### src/logic/dcache_consts.svh
`ifndef DCACHE_CONSTS_SVH
`define DCACHE_CONSTS_SVH

// ============================================================================
// Data cache geometry and constants.
// ============================================================================

// Number of line index bits.
// The index is taken from address bits 13 down to 2.
`define DCACHE_INDEX_BITS 12

// Addresses below this value are cached.
`define DCACHE_CACHEABLE_LIMIT 32'h4000_0000

// One entry is {data[31:0], tag[29:0], dirty, valid}.
`define DCACHE_ENTRY_WIDTH 64

// Written into every line while clearing, valid and dirty are zero.
`define DCACHE_CLEAR_WORD 64'h0000_0000_ffff_fffc

`endif

### src/logic/dcache_pkg.sv
package dcache_pkg;

	// ========================================================================
	// Controller states.
	// ========================================================================

	typedef enum logic [2:0] {
		IDLE,
		PASS,
		READ_LOOKUP,
		READ_WRITEBACK,
		READ_FILL,
		WRITE_LOOKUP,
		WRITE_WRITEBACK
	} ctrl_state_t;

	// ========================================================================
	// One cache line entry.
	// ========================================================================

	// Tag is the full word address of the cached word.
	typedef struct packed {
		logic [31:0] data;
		logic [29:0] tag;
		logic        dirty;
		logic        valid;
	} cache_entry_t;

endpackage

### src/logic/dcache_ctrl.sv
`timescale 1ns/1ps

`include "dcache_consts.svh"

module dcache_ctrl (
	input  logic                          i_clock,
	input  logic                          i_arst_n,

	// CPU port.
	input  logic                          i_cpu_request,
	input  logic                          i_cpu_rw,
	input  logic [31:0]                   i_cpu_address,
	input  logic [31:0]                   i_cpu_wdata,
	output logic                          o_cpu_ready,
	output logic [31:0]                   o_cpu_rdata,

	// Bus port.
	output logic                          o_bus_request,
	output logic                          o_bus_rw,
	output logic [31:0]                   o_bus_address,
	output logic [31:0]                   o_bus_wdata,
	input  logic                          i_bus_ready,
	input  logic [31:0]                   i_bus_rdata,

	// Line RAM.
	output logic                          o_ram_write,
	output logic [`DCACHE_INDEX_BITS-1:0] o_ram_index,
	output dcache_pkg::cache_entry_t      o_ram_wentry,
	input  dcache_pkg::cache_entry_t      i_ram_rentry,
	input  logic                          i_ram_cleared
);

	dcache_pkg::ctrl_state_t state;
	dcache_pkg::ctrl_state_t next_state;

	logic        cacheable;
	logic        tag_match;
	logic        victim_dirty;
	logic [31:0] victim_address;

	// ========================================================================
	// Lookup.
	// ========================================================================

	assign cacheable = i_cpu_address < `DCACHE_CACHEABLE_LIMIT;

	// The RAM always looks at the line of the current CPU address.
	assign o_ram_index = i_cpu_address[`DCACHE_INDEX_BITS+1:2];

	assign tag_match      = i_ram_rentry.valid && (i_ram_rentry.tag == i_cpu_address[31:2]);
	assign victim_dirty   = i_ram_rentry.valid && i_ram_rentry.dirty;
	assign victim_address = {i_ram_rentry.tag, 2'b00};

	// ========================================================================
	// State register.
	// ========================================================================

	always_ff @(posedge i_clock or negedge i_arst_n) begin
		if (!i_arst_n) begin
			state <= dcache_pkg::IDLE;
		end else begin
			state <= next_state;
		end
	end

	// ========================================================================
	// Next state and outputs.
	// ========================================================================

	always_comb begin
		next_state = state;

		o_cpu_ready = 1'b0;
		o_cpu_rdata = 32'h0;

		o_bus_request = 1'b0;
		o_bus_rw      = 1'b0;
		o_bus_address = 32'h0;
		o_bus_wdata   = 32'h0;

		// Default entry is the CPU write, marked dirty.
		o_ram_write        = 1'b0;
		o_ram_wentry.data  = i_cpu_wdata;
		o_ram_wentry.tag   = i_cpu_address[31:2];
		o_ram_wentry.dirty = 1'b1;
		o_ram_wentry.valid = 1'b1;

		case (state)
			dcache_pkg::IDLE: begin
				if (i_cpu_request) begin
					if (i_ram_cleared && cacheable) begin
						if (i_cpu_rw) begin
							next_state = dcache_pkg::WRITE_LOOKUP;
						end else begin
							next_state = dcache_pkg::READ_LOOKUP;
						end
					end else begin
						next_state = dcache_pkg::PASS;
					end
				end
			end

			// Not cached, the bus sees the CPU access as it is.
			dcache_pkg::PASS: begin
				o_bus_request = i_cpu_request;
				o_bus_rw      = i_cpu_rw;
				o_bus_address = i_cpu_address;
				o_bus_wdata   = i_cpu_wdata;
				o_cpu_ready   = i_bus_ready;
				o_cpu_rdata   = i_bus_rdata;
				if (!i_cpu_request) begin
					next_state = dcache_pkg::IDLE;
				end
			end

			// ----------------------------------------------------------------
			// Read path.
			// ----------------------------------------------------------------

			dcache_pkg::READ_LOOKUP: begin
				o_cpu_rdata = i_ram_rentry.data;
				if (tag_match) begin
					o_cpu_ready = 1'b1;
					next_state  = dcache_pkg::IDLE;
				end else if (victim_dirty) begin
					next_state = dcache_pkg::READ_WRITEBACK;
				end else begin
					next_state = dcache_pkg::READ_FILL;
				end
			end

			// Victim goes back to memory before the fill.
			dcache_pkg::READ_WRITEBACK: begin
				o_bus_request = 1'b1;
				o_bus_rw      = 1'b1;
				o_bus_address = victim_address;
				o_bus_wdata   = i_ram_rentry.data;
				if (i_bus_ready) begin
					next_state = dcache_pkg::READ_FILL;
				end
			end

			dcache_pkg::READ_FILL: begin
				o_bus_request = 1'b1;
				o_bus_address = i_cpu_address;
				o_cpu_rdata   = i_bus_rdata;
				if (i_bus_ready) begin
					// Fresh line is clean.
					o_ram_write        = 1'b1;
					o_ram_wentry.data  = i_bus_rdata;
					o_ram_wentry.dirty = 1'b0;
					o_cpu_ready        = 1'b1;
					next_state         = dcache_pkg::IDLE;
				end
			end

			// ----------------------------------------------------------------
			// Write path.
			// ----------------------------------------------------------------

			dcache_pkg::WRITE_LOOKUP: begin
				if (victim_dirty && !tag_match) begin
					next_state = dcache_pkg::WRITE_WRITEBACK;
				end else begin
					o_ram_write = 1'b1;
					o_cpu_ready = 1'b1;
					next_state  = dcache_pkg::IDLE;
				end
			end

			dcache_pkg::WRITE_WRITEBACK: begin
				o_bus_request = 1'b1;
				o_bus_rw      = 1'b1;
				o_bus_address = victim_address;
				o_bus_wdata   = i_ram_rentry.data;
				if (i_bus_ready) begin
					o_ram_write = 1'b1;
					o_cpu_ready = 1'b1;
					next_state  = dcache_pkg::IDLE;
				end
			end

			default: begin
				next_state = dcache_pkg::IDLE;
			end
		endcase
	end

	// ========================================================================
	// Checks.
	// ========================================================================

	// A stalled bus transaction keeps its address and direction.
	bus_stable: assert property (
		@(posedge i_clock) disable iff (!i_arst_n)
		(o_bus_request && !i_bus_ready) |=>
			(o_bus_request && $stable(o_bus_address) && $stable(o_bus_rw))
	);

	// Cached accesses answer with a single pulse.
	ready_pulse: assert property (
		@(posedge i_clock) disable iff (!i_arst_n)
		(o_cpu_ready && state != dcache_pkg::PASS) |=> !o_cpu_ready
	);

endmodule

### config.mk
export PLATFORM = sky130hd
export DESIGN_NAME = dcache_ctrl
export DESIGN_NICKNAME = d
export VERILOG_FILES = /design/src/logic/dcache_pkg.sv /design/src/logic/dcache_ctrl.sv
export VERILOG_INCLUDE_DIRS = /design/src /design/src/logic
export SDC_FILE = /design/constraint.sdc
export NUM_CORES = 1
export LEC_CHECK = 0
export BUFFER_PORTS_ARGS = -buffer_cell sky130_fd_sc_hd__buf_2
export CAP_MARGIN = 20
export CORE_AREA = 2 2 132 134
export CTS_CLUSTER_SIZE = 30
export DETAILED_ROUTE_END_ITERATION = 10
export DIE_AREA = 0 0 134 136
export MAX_ROUTING_LAYER = met4
export SETUP_SLACK_MARGIN = 0.5
export SLEW_MARGIN = 20
export SYNTH_ARGS = -nofsm -noshare
export SYNTH_HDL_FRONTEND = slang
export SYNTH_SLANG_ARGS = --single-unit
### constraint.sdc
create_clock -name i_clock -period 1.86 [get_ports i_clock]
set_input_delay 0.093 -clock i_clock [delete_from_list [all_inputs] [get_ports i_clock]]
set_output_delay 0.093 -clock i_clock [all_outputs]
set_load 0.005 [all_outputs]
==> flow_summary.yaml <==
drt:
  drc: 0
  wl_per_cell_um: 18.24
  num_vias: 3771
  vias_per_cell: 4.582
  first_pass_iters: 6
  ant_nets: 0
  finalWirelength_mm: 15.01
  first_iter_violations: 261
power_and_ir_drop:
  internal_power_mw: 1.167
  leakage_nw: 2.606
  pwr_density_cell_nw_per_um2: 391.5
  ir_worst_vdd_v: 0.0002178
  p_sw_mw: 0.7611
  clkPwrFrac_pct: 17.8
  switching_share_pct: 39.47
  p_seq_share_pct: 3.9
  p_total_mw: 1.928
  pwr-share-comb_pct: 78.3
final_layout:
  nets: 765
  largest_reg_flops: 3
  regMostFlops: "state"
  reg.largest.list: "state (3)"
  final_util_pct: 29.18
  instances_no_fill: 823
  final_layout_size_suffix_gt1_share_pct: 73.08
  antenna_cells: 0
  area_growth_pct: 103.0
  fin_area_um2: 4925
die:
  pin_count: 342
  die_area_um2: 18220
  fp.dieH_um: 136
  coreArea_um2: 16880
  num_rows: 48
  initial_utilization_pct: 14.38
  dieWidth_um: 134
clock_network:
  numCtsBuffers: 3
  cts.htree.levels: 1
  cts_tree: "done"
  cts_buffer_depth: 2
  clk_latency_ns: 0.22
  clk_pin_slew_ns: 0.03
  root_buffer: "clkbuf_16"
  cts_sinks: 3
yosys:
  ys_seq_area_share_pct: 3.094
  synth_area_per_cell_um2: 8.483
  syn_inst: 286
  synthDistinctLibCells: 43
  synthFlopType: "dfrtp_1"
  synth-seq-cells: 3
  synth_edf_count: 0
  yosys_warnings: 0
  syn_nets: 452
  syn-cell-area_um2: 2426
  synth-async-reset-ratio_pct: 100.0
min_path:
  worstHoldPathType: "in2reg"
critical_path:
  cp.arrival_ns: 1.77
  crit_path_start_kind: "flip-flop"
  end_kind: "primary output"
  path_max_fanout: 8
  crit_type: "reg2out"
  required_ns: 1.77
timing:
  rsz0062_at_grt: "yes"
  hold_ws_ns: 0.1597
  tns_ns: -0.005448
  fin_ws_ns: -0.004233
  hold_violations: 0
  final.min_clock_period_ns: 1.864
  period_share_pct: 100.2
  max_freq_mhz: 536.4
  finalSetupViolations: 2
  slew_viol_final: 0
  clock_skew_ns: 0.001263
place:
  dp.cells: 796
  numPortBuffers: 340
  place_ws_ns: 0.1546
  gp_congestion: 0.8168
  hpwl_mm: 11.07
  placed_area_um2: 4167
job:
  max-cap-violations: 0
global_route:
  grt_pass1_vias: 3177
  grt_pass1_wl_mm: 18.89
  grt_usage_pct: 13.73
  overflow: 0
  grt_max_degree: 33
  antenna_found_initial: 0
outcome:
  violations: "setup timing"
  status: "finished, violations left"
## layout by cell type (no fill, tap or decap), types with 2 or more instances in the layout
cell,n
xnor2_1,25
mux2_4,25
buf_12,9
nand3_1,2
xnor2_2,5
dfrtp_2,2
buf_6,32
mux2_2,6
buf_4,18
buf_16,2
buf_2,311
inv_1,2
clkbuf_16,5
nor4_4,2
mux2i_1,2
nor2b_4,3
o2bb2ai_1,2
a22o_1,93
and2_1,2
nand4_1,7
o21ai_0,3
## layer usage
layer  global-route usage (%)  wire length, µm
met4                   0.9456              102
met1                    19.61             6439
met3                    1.044             1204
met2                    22.08             7264
met5                        -                0
## power by group through the flow
| stage | sequential (mW) | clock (mW) | combinational (mW) |
|---|---|---|---|
| 2_1_floorplan | 0.0754 | 0 | 0.706 |
| 3_3_place_gp | 0.0757 | 0 | 1.38 |
| 3_5_place_dp | 0.0754 | 0 | 1.38 |
| 4_1_cts | 0.0747 | 0.348 | 1.41 |
| 5_1_grt | 0.0757 | 0.354 | 1.60 |
| 6_report | 0.0757 | 0.342 | 1.51 |
## worst paths after layout
path | slack (ns) | cells past startpoint | to | startpoint
worst max-delay path | -0.004 | 6 | o_ram_wentry[50] | state[0]
worst min register to register | 0.68 | 2 | state[0] | state[2]
min in group asynchronous | 0.21 | 2 | state[0] | i_arst_n
max in group asynchronous | 1.53 | 2 | state[1] | i_arst_n
worst max register to register | 0.17 | 5 | state[1] | state[1]
worst min-delay path | 0.16 | 2 | state[2] | i_bus_ready
## kinds of logic (layout without fill, tap and decap cells)
group	Yosys count	in the layout	share of synthesized area [%]
AO/OA/AOI/OAI	114	114	40.80
XOR/XNOR	30	30	10.83
buffers and inverters	73	385	20.06
flip-flops	3	3	3.094
multiplexers	34	34	15.68
other	1	1	0.1546
AND/OR/NAND/NOR	31	31	9.387
## critical path, stage by stage, from the launching register on
cell	delay (ns)
dfrtp_1	0.38
nand2b_4	0.19
nor3_4	0.18
buf_6	0.16
clkbuf_16	0.17
mux2_2	0.33
buf_2	0.13
## final cells by class
type,count,area (µm²)
clock buffer,4,78.83
fill,1801,11950
inverter,4,17.52
multi-input combinational,210,2074
sequential,3,77.57
tap,225,281.5
timing repair buffer,377,2395
## cells in the mapped netlist (2+ instances only)
library cell | n | area, µm²
mux2_2 | 31 | 349.1
nand3_1 | 2 | 10.01
mux2i_1 | 2 | 20.02
o21ai_0 | 4 | 20.02
inv_1 | 4 | 15.01
and2_1 | 2 | 12.51
xnor2_1 | 30 | 262.8
nor4b_1 | 2 | 17.52
o2bb2ai_1 | 2 | 17.52
dfrtp_1 | 3 | 75.07
nand2_1 | 2 | 7.510
buf_6 | 3 | 33.78
o22ai_1 | 2 | 12.51
nand4_1 | 7 | 43.79
nor2b_1 | 4 | 25.02
nor2_1 | 2 | 7.510
a22o_1 | 93 | 814.5
nor4_4 | 2 | 42.54
buf_4 | 44 | 330.3
buf_2 | 20 | 100.1
nand2b_1 | 2 | 12.51
clkbuf_1 | 2 | 7.510
## what timing repair did
item | 4_1_cts | 5_1_grt
buffers inserted | 8 | 9
resized for setup | 9 | 79
cloned | 3 | 2
hold buffers | 1 | 0
pin swaps | 1 | 13
endpoints found under the hold margin | 3 | 0
endpoints found under the setup margin | 136 | 136
(Power assumes the default switching activity.)
